File: config.mk
export PLATFORM = sky130hd
export DESIGN_NAME = stream_shift_top
export DESIGN_NICKNAME = d
export VERILOG_FILES = /design/src/source/stream_shift_pkg.sv /design/src/source/axis_right_shift.sv /design/src/source/shift_ctrl_regs.sv /design/src/source/stream_shift_top.sv
export VERILOG_INCLUDE_DIRS = /design/src /design/src/source
export SDC_FILE = /design/constraint.sdc
export NUM_CORES = 1
export LEC_CHECK = 0
export BUFFER_PORTS_ARGS = -buffer_cell sky130_fd_sc_hd__clkbuf_2
export CAP_MARGIN = 20
export CORE_ASPECT_RATIO = 1.2
export CORE_MARGIN = 2
export CORE_UTILIZATION = 40
export DETAILED_ROUTE_END_ITERATION = 8
export PLACE_DENSITY = 0.67
export SYNTH_ARGS = -nofsm -noshare
export SYNTH_HDL_FRONTEND = slang
export SYNTH_SLANG_ARGS = --single-unit
File: constraint.sdc
create_clock -name clock -period 7.58 [get_ports clock]
set_clock_uncertainty 0.1 [all_clocks]
set_input_delay 1.137 -clock clock [delete_from_list [all_inputs] [get_ports clock]]
set_output_delay 1.137 -clock clock [all_outputs]
set_load 0.01 [all_outputs]
File: src/source/stream_shift_defines.svh
// SS_SHIFT_W must be wide enough to hold SS_SNUM and the register addresses are sized to SS_AXIL_AW.
`ifndef STREAM_SHIFT_DEFINES_SVH
`define STREAM_SHIFT_DEFINES_SVH

// ----------------------------------------
// stream beat geometry
// ----------------------------------------
// bytes carried by one beat.
`define SS_SNUM         8
`define SS_BYTE_BITS    8
`define SS_DATA_W       (`SS_SNUM * `SS_BYTE_BITS)
// shift amounts run from 0 up to SS_SNUM inclusive.
`define SS_SHIFT_W      4

// ----------------------------------------
// control register map
// ----------------------------------------
`define SS_AXIL_AW      4
`define SS_REG_SHIFT    4'h0
`define SS_REG_PKTCNT   4'h4
// axi4-lite response codes.
`define SS_RESP_OKAY    2'b00
`define SS_RESP_SLVERR  2'b10

`endif

File: src/source/stream_shift_pkg.sv
// payload widths follow the defines header and tkeep, tid and tuser are not carried on the stream.
`include "stream_shift_defines.svh"

package stream_shift_pkg;

    // ----------------------------------------
    // stream side
    // ----------------------------------------
    // one beat of the byte stream.
    typedef struct packed {
        logic [`SS_DATA_W-1:0] data;
        // marks the final beat of a packet.
        logic                  last;
    } axis_beat_t;

    // ----------------------------------------
    // axi4-lite side
    // ----------------------------------------
    // write address channel.
    typedef struct packed {
        logic [`SS_AXIL_AW-1:0] addr;
        logic [2:0]             prot;
    } axil_aw_t;

    // write data channel, one 32-bit word.
    typedef struct packed {
        logic [31:0] data;
        logic [3:0]  strb;
    } axil_w_t;

    // read address channel.
    typedef struct packed {
        logic [`SS_AXIL_AW-1:0] addr;
        logic [2:0]             prot;
    } axil_ar_t;

    // read data channel with its response code.
    typedef struct packed {
        logic [31:0] data;
        logic [1:0]  resp;
    } axil_r_t;

endpackage

File: src/source/axis_right_shift.sv
// one shift amount holds per packet and bytes shifted out of a beat are dropped, not carried over.
`timescale 1ns/1ns
`include "stream_shift_defines.svh"

module axis_right_shift (
    input  logic                         clock,
    input  logic                         rst_n,
    input  logic [`SS_SHIFT_W-1:0]       shift_cfg,
    input  stream_shift_pkg::axis_beat_t s_axis_beat,
    input  logic                         s_axis_valid,
    output logic                         s_axis_ready,
    output stream_shift_pkg::axis_beat_t m_axis_beat,
    output logic                         m_axis_valid,
    input  logic                         m_axis_ready,
    output logic                         pkt_done
);

    import stream_shift_pkg::*;

    // ----------------------------------------
    // pipeline state
    // ----------------------------------------
    // stage one holds the raw beat and its shift amount.
    axis_beat_t             s1_beat;
    logic [`SS_SHIFT_W-1:0] s1_shift;
    logic                   s1_valid;
    // high while the next accepted beat opens a packet.
    logic                   first_beat;
    logic [`SS_SHIFT_W-1:0] shift_sel;
    logic [`SS_DATA_W-1:0]  shifted_data;
    logic                   s_fire;
    logic                   s1_move;
    logic                   s2_open;

    // ----------------------------------------
    // handshakes
    // ----------------------------------------
    // stage two can take a beat when empty or when its beat leaves now.
    assign s2_open = !m_axis_valid || m_axis_ready;
    // stage one moves forward whenever stage two opens.
    assign s1_move = s1_valid && s2_open;
    // input is taken when stage one is empty or is emptied this cycle.
    assign s_axis_ready = !s1_valid || s2_open;
    assign s_fire = s_axis_valid && s_axis_ready;

    // fresh amount from the register on a packet's first beat.
    // later beats reuse the amount latched with the beat before.
    assign shift_sel = first_beat ? shift_cfg : s1_shift;

    // whole-byte right shift with zero fill.
    // an amount of SS_SNUM moves every byte out and leaves zero.
    always_comb begin
        shifted_data = s1_beat.data >> (s1_shift * `SS_BYTE_BITS);
    end

    // ----------------------------------------
    // control registers
    // ----------------------------------------
    always_ff @(posedge clock or negedge rst_n) begin
        if (!rst_n) begin
            first_beat   <= 1'b1;
            s1_valid     <= 1'b0;
            m_axis_valid <= 1'b0;
        end else begin
            // an accepted last beat means the next beat starts a packet.
            if (s_fire) begin
                first_beat <= s_axis_beat.last;
            end
            // stage one refills or drains only when it may advance.
            if (s_axis_ready) begin
                s1_valid <= s_axis_valid;
            end
            // stage two holds its beat while the sink stalls.
            if (s2_open) begin
                m_axis_valid <= s1_valid;
            end
        end
    end

    // ----------------------------------------
    // payload registers
    // ----------------------------------------
    always_ff @(posedge clock) begin
        // capture the beat with the amount chosen for its packet.
        if (s_fire) begin
            s1_beat  <= s_axis_beat;
            s1_shift <= shift_sel;
        end
        // shifted data and the last flag move on together.
        if (s1_move) begin
            m_axis_beat.data <= shifted_data;
            m_axis_beat.last <= s1_beat.last;
        end
    end

    // one pulse per packet, on the output transfer of its last beat.
    assign pkt_done = m_axis_valid && m_axis_ready && m_axis_beat.last;

endmodule

File: src/source/shift_ctrl_regs.sv
// only byte lane 0 of a write reaches the shift register and unmapped addresses answer SLVERR.
`timescale 1ns/1ns
`include "stream_shift_defines.svh"

module shift_ctrl_regs (
    input  logic                       clock,
    input  logic                       rst_n,
    // write address and data.
    input  stream_shift_pkg::axil_aw_t aw,
    input  logic                       awvalid,
    output logic                       awready,
    input  stream_shift_pkg::axil_w_t  w,
    input  logic                       wvalid,
    output logic                       wready,
    // write response.
    output logic [1:0]                 bresp,
    output logic                       bvalid,
    input  logic                       bready,
    // read address and data.
    input  stream_shift_pkg::axil_ar_t ar,
    input  logic                       arvalid,
    output logic                       arready,
    output stream_shift_pkg::axil_r_t  r,
    output logic                       rvalid,
    input  logic                       rready,
    // stream side.
    input  logic                       pkt_done,
    output logic [`SS_SHIFT_W-1:0]     shift_cfg
);

    import stream_shift_pkg::*;

    // largest legal shift, a full beat.
    localparam logic [`SS_SHIFT_W-1:0] shift_max = `SS_SHIFT_W'(`SS_SNUM);

    axil_r_t                r_next;
    logic [31:0]            pkt_cnt;
    logic                   wr_en;
    logic                   rd_en;
    logic                   wr_shift;
    logic                   wr_pktcnt;
    logic [`SS_SHIFT_W-1:0] wr_shift_val;

    // ----------------------------------------
    // write path
    // ----------------------------------------
    // address and data are taken together, and only with no response pending.
    assign wr_en   = awvalid && wvalid && !bvalid;
    assign awready = wr_en;
    assign wready  = wr_en;

    // address decode.
    assign wr_shift  = (aw.addr == `SS_REG_SHIFT);
    assign wr_pktcnt = (aw.addr == `SS_REG_PKTCNT);

    // low bits of the word, clamped to a full beat.
    assign wr_shift_val = (w.data[`SS_SHIFT_W-1:0] > shift_max) ?
                          shift_max : w.data[`SS_SHIFT_W-1:0];

    // ----------------------------------------
    // read path
    // ----------------------------------------
    // one read in flight at a time.
    assign arready = !rvalid;
    assign rd_en   = arvalid && arready;

    // read mux, unmapped addresses give zero data
    always_comb begin
        r_next.data = '0;
        r_next.resp = `SS_RESP_OKAY;
        case (ar.addr)
            `SS_REG_SHIFT: begin
                r_next.data = {{(32 - `SS_SHIFT_W){1'b0}}, shift_cfg};
            end
            `SS_REG_PKTCNT: begin
                r_next.data = pkt_cnt;
            end
            default: begin
                r_next.resp = `SS_RESP_SLVERR;
            end
        endcase
    end

    // ----------------------------------------
    // registers
    // ----------------------------------------
    always_ff @(posedge clock or negedge rst_n) begin
        if (!rst_n) begin
            bvalid    <= 1'b0;
            rvalid    <= 1'b0;
            shift_cfg <= '0;
            pkt_cnt   <= '0;
        end else begin
            // response valid one cycle after the handshake, held until taken.
            if (wr_en) begin
                bvalid <= 1'b1;
            end else if (bready) begin
                bvalid <= 1'b0;
            end
            if (rd_en) begin
                rvalid <= 1'b1;
            end else if (rready) begin
                rvalid <= 1'b0;
            end
            // shift bits live in lane 0.
            if (wr_en && wr_shift && w.strb[0]) begin
                shift_cfg <= wr_shift_val;
            end
            // a write to the counter clears it and wins over a count.
            if (wr_en && wr_pktcnt) begin
                pkt_cnt <= '0;
            end else if (pkt_done) begin
                pkt_cnt <= pkt_cnt + 32'd1;
            end
        end
    end

    // response payloads, latched at their handshakes.
    always_ff @(posedge clock) begin
        if (wr_en) begin
            bresp <= (wr_shift || wr_pktcnt) ? `SS_RESP_OKAY : `SS_RESP_SLVERR;
        end
        if (rd_en) begin
            r <= r_next;
        end
    end

endmodule

File: src/source/stream_shift_top.sv
// the shift amount is latched per packet and software sees it only through the axi4-lite block.
`timescale 1ns/1ns
`include "stream_shift_defines.svh"

module stream_shift_top (
    input  logic                         clock,
    input  logic                         rst_n,
    // byte stream in and out.
    input  stream_shift_pkg::axis_beat_t s_axis_beat,
    input  logic                         s_axis_valid,
    output logic                         s_axis_ready,
    output stream_shift_pkg::axis_beat_t m_axis_beat,
    output logic                         m_axis_valid,
    input  logic                         m_axis_ready,
    // axi4-lite control port.
    input  stream_shift_pkg::axil_aw_t   aw,
    input  logic                         awvalid,
    output logic                         awready,
    input  stream_shift_pkg::axil_w_t    w,
    input  logic                         wvalid,
    output logic                         wready,
    output logic [1:0]                   bresp,
    output logic                         bvalid,
    input  logic                         bready,
    input  stream_shift_pkg::axil_ar_t   ar,
    input  logic                         arvalid,
    output logic                         arready,
    output stream_shift_pkg::axil_r_t    r,
    output logic                         rvalid,
    input  logic                         rready
);

    // ----------------------------------------
    // links between the two blocks
    // ----------------------------------------
    // current shift register value.
    logic [`SS_SHIFT_W-1:0] shift_cfg;
    // completed packet pulse for the counter.
    logic                   pkt_done;

    shift_ctrl_regs shift_ctrl_regs_inst (
        .clock     (clock),
        .rst_n     (rst_n),
        .aw        (aw),
        .awvalid   (awvalid),
        .awready   (awready),
        .w         (w),
        .wvalid    (wvalid),
        .wready    (wready),
        .bresp     (bresp),
        .bvalid    (bvalid),
        .bready    (bready),
        .ar        (ar),
        .arvalid   (arvalid),
        .arready   (arready),
        .r         (r),
        .rvalid    (rvalid),
        .rready    (rready),
        .pkt_done  (pkt_done),
        .shift_cfg (shift_cfg)
    );

    axis_right_shift axis_right_shift_inst (
        .clock        (clock),
        .rst_n        (rst_n),
        .shift_cfg    (shift_cfg),
        .s_axis_beat  (s_axis_beat),
        .s_axis_valid (s_axis_valid),
        .s_axis_ready (s_axis_ready),
        .m_axis_beat  (m_axis_beat),
        .m_axis_valid (m_axis_valid),
        .m_axis_ready (m_axis_ready),
        .pkt_done     (pkt_done)
    );

endmodule

==> out/metrics.cfg, run 1 <==
[status]
status = completed

[sta]
maxSlewHeadroom_pct = 29.4
finalHoldViolCount = 0
rsz0062_at_grt = false
max_freq_ghz = 0.336
min_period_ps = 2970
finalCritPeriodShare_pct = 39.2
slew_viol_final = 0
tns_ps = 0
worst_pin_slew_ps = 1060
setup_viol = 0

[hold_path]
hp-class = register to register
min_path_cells = 0
min-delay-start = axis_right_shift_inst.s1_beat[0]
hold_end = axis_right_shift_inst.m_axis_beat[0]

[setup_path]
path_class = input pin to primary output
regToRegStartpoint = shift_ctrl_regs_inst.pkt_cnt[0]
worstSetupEndpointType = primary output
reg2reg_slack_ps = 5200
arrival_ps = 1740
worstSetupStartpointType = input pin
r2r_cells = 5
crit_required_ps = 6340
cp_max_fo = 7
worstReg2RegEnd = shift_ctrl_regs_inst.pkt_cnt[30]

[clock_network]
htreeDepth = 1
clock_latency_ps = 500
cts_tree = yes
clock_sinks = 209
cts_resized = 0
hold_buffers = 0
clock_path_buffers = 3
cts_setup_buffers = 0
path_clk_slew_ps = 60
clockRootBuffer = clkbuf_16
cts_made_buffers = 21

[synth]
synthAdderAreaFrac_pct = 0.135
synthTopCellsByCount = edfxtp_1, nor2_1, and2_1
synth_warnings = 0
ys_seq_area_share_pct = 65.7
synth_flop_cell = edfxtp_1
async_flop_share_pct = 19.6
ys_top_cells_by_area = edfxtp_1, dfrtp_1, mux4_2
yosys_register_bits = 209
muxShareOfSynthArea_pct = 9.77
yosysMostFrequentCell = edfxtp_1
synth_xor_area_share_pct = 0.853
syn_avg_cell_area_um2 = 13.2
synth-edff-count = 168
synth_top_family_by_area = simple AND/OR/NAND/NOR gates
synthSimpleGateAreaFrac_pct = 14.0
synth_top_area_share_pct = 54.6
yosys.area.top_type = edfxtp_1
syn_area_um2 = 9250
syn_inst = 700
yosysUniqueCellTypes = 47
synth_compound_area_share_pct = 7.04

[pwr]
ir_drop_uv = 164
power.leakage_nw = 4.40
power_density_nw_per_um2 = 235

[global_route]
groute.usage.overall_pct = 17.0
gr-usage-met3_pct = 3.47
grt_pass1_wl_um = 32700
grt_max_degree = 67
grt-ovfl-total = 0
antenna_found_initial = 4
grt_util_met2_pct = 27.8
top_usage_layer = met2
use_met1_pct = 23.2
grt_pass1_vias = 5954

[drt]
initialDrtViolationCount = 381
remaining_drc_errors = 0
wire_per_inst_um = 17.2
vias_per_cell = 5.12
wirelength_um = 20800
via_count = 6174
ant_nets = 0
drt_first_pass_iters = 7

[die]
io_pins = 232
initial_core_util_pct = 40.9
die_y_um = 171
die_area_um2 = 24300
die_x_um = 143
fp-row-count = 60
core_area_um2 = 22600

[cells_and_area]
drive_gt1_share_pct = 30.2
nNetsFinal = 1006
syn2layout_area_growth_pct = 20.0
postLayoutCellArea_um2 = 11100

[placed_design]
gp_routability_congestion = 0.785
dpl-instance-area_um2 = 10500
dpl.hpwl_um = 14500
io_buffers = 192

[flow_run]
max_cap_viol_count = 0

worst max path at each step:
stage | start | endpoint | slack [ps] | depth (start not counted)
after floorplan | m_axis_ready | axis_right_shift_inst.first_beat | 4030 | 3
after global placement | m_axis_ready | shift_ctrl_regs_inst.pkt_cnt[15] | 4430 | 5
after detailed placement | m_axis_ready | shift_ctrl_regs_inst.pkt_cnt[27] | 4450 | 5
after CTS | wvalid | awready | 4580 | 3
after global routing | wvalid | awready | 4550 | 3
final | wvalid | awready | 4610 | 3
placed cells by master, fill, tap and decap left out, drive strengths merged, types with 10 or more instances in the layout:
cell and instances:
clkbuf 216, edfxtp 168, nor2 81, and2 42, a21oi 41, dfrtp 40
nand2 36, mux2i 34, o21ai 33, nand2b 19, mux2 18, mux4 16
clkinv 12, or4 11, nand3 10, o31ai 10
final cells by class:
class                   instances  area [um^2]
fillers                      2017        11500
clock buffers                  24          537
repair buffers                201         1040
clock inverters                12         53.8
flip-flops and latches        209         6070
inverters                       9         33.8
well taps                     310          388
multi-input cells             439         2960
diodes                          3         7.51
worst max-delay path: stages:
cell	delay (ps)
clkbuf_2	120
and3b_1	300
clkbuf_2	180
power breakdown:
part	total, mW	internal (mW)	switching, mW	leakage (nW)
logic	0.292	0.121	0.171	1.92
clock network	0.921	0.504	0.416	0.291
registers	1.40	1.34	0.0531	2.19
total	2.61	1.97	0.640	4.40
state kept, by name, summed over array words and instances, names as in the netlist, 4 cells and up:
signal                             cells
axis_right_shift_inst.m_axis_beat     65
axis_right_shift_inst.s1_beat         65
axis_right_shift_inst.s1_shift         4
shift_ctrl_regs_inst.pkt_cnt          32
shift_ctrl_regs_inst.r                33
shift_ctrl_regs_inst.shift_cfg         4
kinds of logic (layout without fill, tap and decap cells):
family / count (synthesis) / after routing
XOR/XNOR: 9 / 9
flip-flops: 209 / 209
AND/OR/NAND/NOR: 249 / 249
adder cells (fa/ha/maj): 1 / 1
other: 1 / 5
buffers and inverters: 53 / 246
multiplexers: 68 / 68
AO/OA/AOI/OAI: 110 / 110
layer usage:
layer	routed length (um)	up-vias
li1	-	2957
met1	8730	2930
met2	9960	253
met3	1590	32
met4	492	2
met5	13	-
stage by stage:
stage                     hold WS [ps]  power, mW  setup WS [ps]  utilization (%)  instances
after floorplan                    300       1.59           4030                -        701
final                              341       2.61           4610             49.1       1207
after global routing               357       2.72           4550             49.1       1205
after CTS                          337       2.63           4580             49.1       1204
after detailed placement           318       1.72           4450             46.4       1168
after global placement             308       1.71           4430             46.4       1167
Note: power is estimated with default switching activity, not from simulation.
==> inputs of run 2 (changes only) <==
--- a/config.mk
+++ b/config.mk
@@ -12,7 +12,7 @@
 export CORE_MARGIN = 2
 export CORE_UTILIZATION = 40
 export DETAILED_ROUTE_END_ITERATION = 8
-export PLACE_DENSITY = 0.67
+export PLACE_DENSITY = 0.69
 export SYNTH_ARGS = -nofsm -noshare
 export SYNTH_HDL_FRONTEND = slang
 export SYNTH_SLANG_ARGS = --single-unit
==> constraint.sdc (replaced) <==
create_clock -name clock -period 2.7 [get_ports clock]
set_clock_uncertainty 0.1 [all_clocks]
set_input_delay 0.405 -clock clock [delete_from_list [all_inputs] [get_ports clock]]
set_output_delay 0.405 -clock clock [all_outputs]
set_load 0.01 [all_outputs]
==> run 2 against run 1 <==
Total power grew to 3.1 times the previous value. First-iteration DRC count is 15% lower. Non-clock buffer count grew 71. Register-to-register slack worse by 4900 ps. Worst hold slack got worse by 320 ps. Global-route usage rose by 0.74 points. Combinational power grew to 3.1 times the previous value. Highest routed layer unchanged. Worst setup slack worse by 4300 ps. Sequential power rose to 2.8 times the previous value. Die area stayed put. Clock power grew to 3.5 times the previous value.
==> out/metrics.cfg, run 2 (synthesis gave the netlist of run 1 again) <==
[setup_path]
crit_path_start = shift_ctrl_regs_inst.pkt_cnt[0]  ; was wvalid
worstSetupEndpointType = register  ; was primary output
cp_max_fo = 20  ; was 7
reg2reg_slack_ps = 330  ; was 5200 ps
worstReg2RegEnd = shift_ctrl_regs_inst.pkt_cnt[26]  ; was shift_ctrl_regs_inst.pkt_cnt[30]
regToRegStartpoint = shift_ctrl_regs_inst.pkt_cnt[0]  ; unchanged
r2r_cells = 5  ; unchanged
path_class = register to register  ; was input pin to primary output
crit_end = shift_ctrl_regs_inst.pkt_cnt[26]  ; was awready
crit_required_ps = 3010  ; was 6340 ps
worstSetupStartpointType = register  ; was input pin
arrival_ps = 2690  ; was 1740 ps

[cells_and_area]
finalNonFillerCells = 1278  ; was 1,207
syn2layout_area_growth_pct = 29.7  ; was 20.0%
largest_registers = axis_right_shift_inst.m_axis_beat: 65 flops, axis_right_shift_inst.s1_beat: 65 flops, shift_ctrl_regs_inst.r: 33 flops  ; unchanged
multiInputGateArea_um2 = 2960  ; unchanged
ff_latch_area_um2 = 6070  ; unchanged
final_common_cell = clkbuf_2  ; unchanged
final_cell_mix = clkbuf_2, edfxtp_1, nor2_1  ; unchanged
postLayoutCellArea_um2 = 12000  ; was 11,100 um^2
drive_gt1_share_pct = 30.1  ; was 30.2%
nNetsFinal = 1078  ; was 1,006
fillers = 1911  ; was 2,017

[die]
initial_core_util_pct = 40.9  ; unchanged
core_area_um2 = 22600  ; unchanged
die_x_um = 143  ; unchanged
die_area_um2 = 24300  ; unchanged
die_y_um = 171  ; unchanged
fp-row-count = 60  ; unchanged
io_pins = 232  ; unchanged

[sta]
max_freq_ghz = 0.421
slew_viol_final = 0  ; unchanged
rsz0062_at_grt = false  ; unchanged
worst_pin_slew_ps = 930  ; was 1060 ps
finalCritPeriodShare_pct = 87.9
finalHoldViolCount = 0  ; unchanged
maxSlewHeadroom_pct = 38.0  ; was 29.4%
min_period_ps = 2370
tns_ps = 0  ; unchanged
setup_viol = 0  ; unchanged

[global_route]
antenna_found_initial = 2  ; was 4
groute.usage.overall_pct = 17.8  ; was 17.0%
grt-ovfl-total = 0  ; unchanged
grt_pass1_vias = 6336  ; was 5,954
grt_max_degree = 65  ; was 67
grt_pass1_wl_um = 34100  ; was 32,700 um

[drt]
via_count = 6583  ; was 6,174
drt_first_pass_iters = 5  ; was 7
ant_nets = 0  ; unchanged
wl_met2_um = 11000  ; was 9960 um
vias_per_cell = 5.15  ; was 5.12
wire_per_inst_um = 17.2  ; about the same
initialDrtViolationCount = 322  ; was 381
dr.max_layer_used = met5  ; unchanged
remaining_drc_errors = 0  ; unchanged
wirelength_um = 21900  ; was 20,800 um
detailroute.wirelength.met3_um = 1390  ; was 1590 um
drt-met1-wl_um = 9190  ; was 8730 um

[status]
status = completed  ; unchanged

[clock_network]
clock_latency_ps = 510  ; was 500 ps
clockRootBuffer = clkbuf_16  ; unchanged
cts_setup_buffers = 0  ; unchanged
clock_sinks = 209  ; unchanged
cts_resized = 0  ; unchanged
hold_buffers = 58  ; was 0
cts_made_buffers = 22  ; was 21
path_clk_slew_ps = 70  ; was 60 ps
cts_tree = yes  ; unchanged
htreeDepth = 1  ; unchanged
clock_path_buffers = 3  ; unchanged

[pwr]
power.leakage_nw = 4.81  ; was 4.40 nW
ir_drop_uv = 436  ; was 164 uV
power_density_nw_per_um2 = 675  ; was 235 nW/um^2

[hold_path]
hp-class = input pin to register  ; was register to register

[placed_design]
dpl-instance-area_um2 = 10600  ; was 10,500 um^2
io_buffers = 192  ; unchanged
dpl.hpwl_um = 15100  ; was 14,500 um
gp_routability_congestion = 0.834  ; was 0.785
dp.cells = 1180  ; was 1,168

[flow_run]
max_cap_viol_count = 0  ; unchanged

## run 2: cell count changes in the layout (fill, tap and decap cells not counted), sizes merged
cell / delta
inv: +1
buf: +12
clkinvlp: +2
clkbuf: +5
dlygate4sd3: +59
bufinv: +3
clkinv: -9
diode: -2
## run 2: per-layer routing
metal  vias to the layer above  GRT usage [%]
met2                       240           30.2
met5                         -              0
met1                      3204           24.1
li1                       3106              -
met3                        31           2.85
met4                         2           3.96
## run 2: worst min path at each step
stage / cells past startpoint / end / from / slack, ps
5_1_grt: 1 / axis_right_shift_inst.s1_beat[33] / s_axis_beat[33] / 0.7
3_5_place_dp: 1 / shift_ctrl_regs_inst.pkt_cnt[8] / rst_n / 210
6_report: 1 / axis_right_shift_inst.s1_beat[44] / s_axis_beat[44] / 20
2_1_floorplan: 0 / axis_right_shift_inst.m_axis_valid / rst_n / 9
4_1_cts: 1 / axis_right_shift_inst.s1_beat[44] / s_axis_beat[44] / 1
3_3_place_gp: 1 / shift_ctrl_regs_inst.pkt_cnt[8] / rst_n / 210
## run 2: where the power goes
part	switching, mW	internal, mW	leakage, nW	total (mW)
registers	0.160	3.77	2.19	3.93
logic	0.498	0.415	2.24	0.912
clock network	1.24	2.00	0.379	3.24
total	1.90	6.19	4.81	8.09
## run 2: area by class of cell
cell class / instances / share of cell area [%]
clock inverter: 9 / 1.03
antenna: 1 / 0.0209
timing repair buffer: 272 / 14.6
inverter: 9 / 0.282
clock buffer: 29 / 5.51
multi-input combinational: 439 / 24.7
tap: 310 / 3.24
sequential: 209 / 50.7
## run 2: through the flow
stage | power [mW] | hold slack, ps | setup slack, ps | utilization [%]
after floorplan | 4.46 | 9.41 | 19.3 | -
after global placement | 4.83 | 210 | 356 | 47.0
after detailed placement | 4.84 | 208 | 349 | 47.0
after CTS | 8.16 | 1.06 | 316 | 53.0
after global routing | 8.42 | 0.699 | 174 | 53.1
final | 8.09 | 17.3 | 327 | 53.1
## run 2: critical path: stages, from the launching register on
cell and delay [ps]:
dfrtp_1 430, ha_1 200, nand4_2 170, or4_4 690
or4_1 520, a21oi_1 160
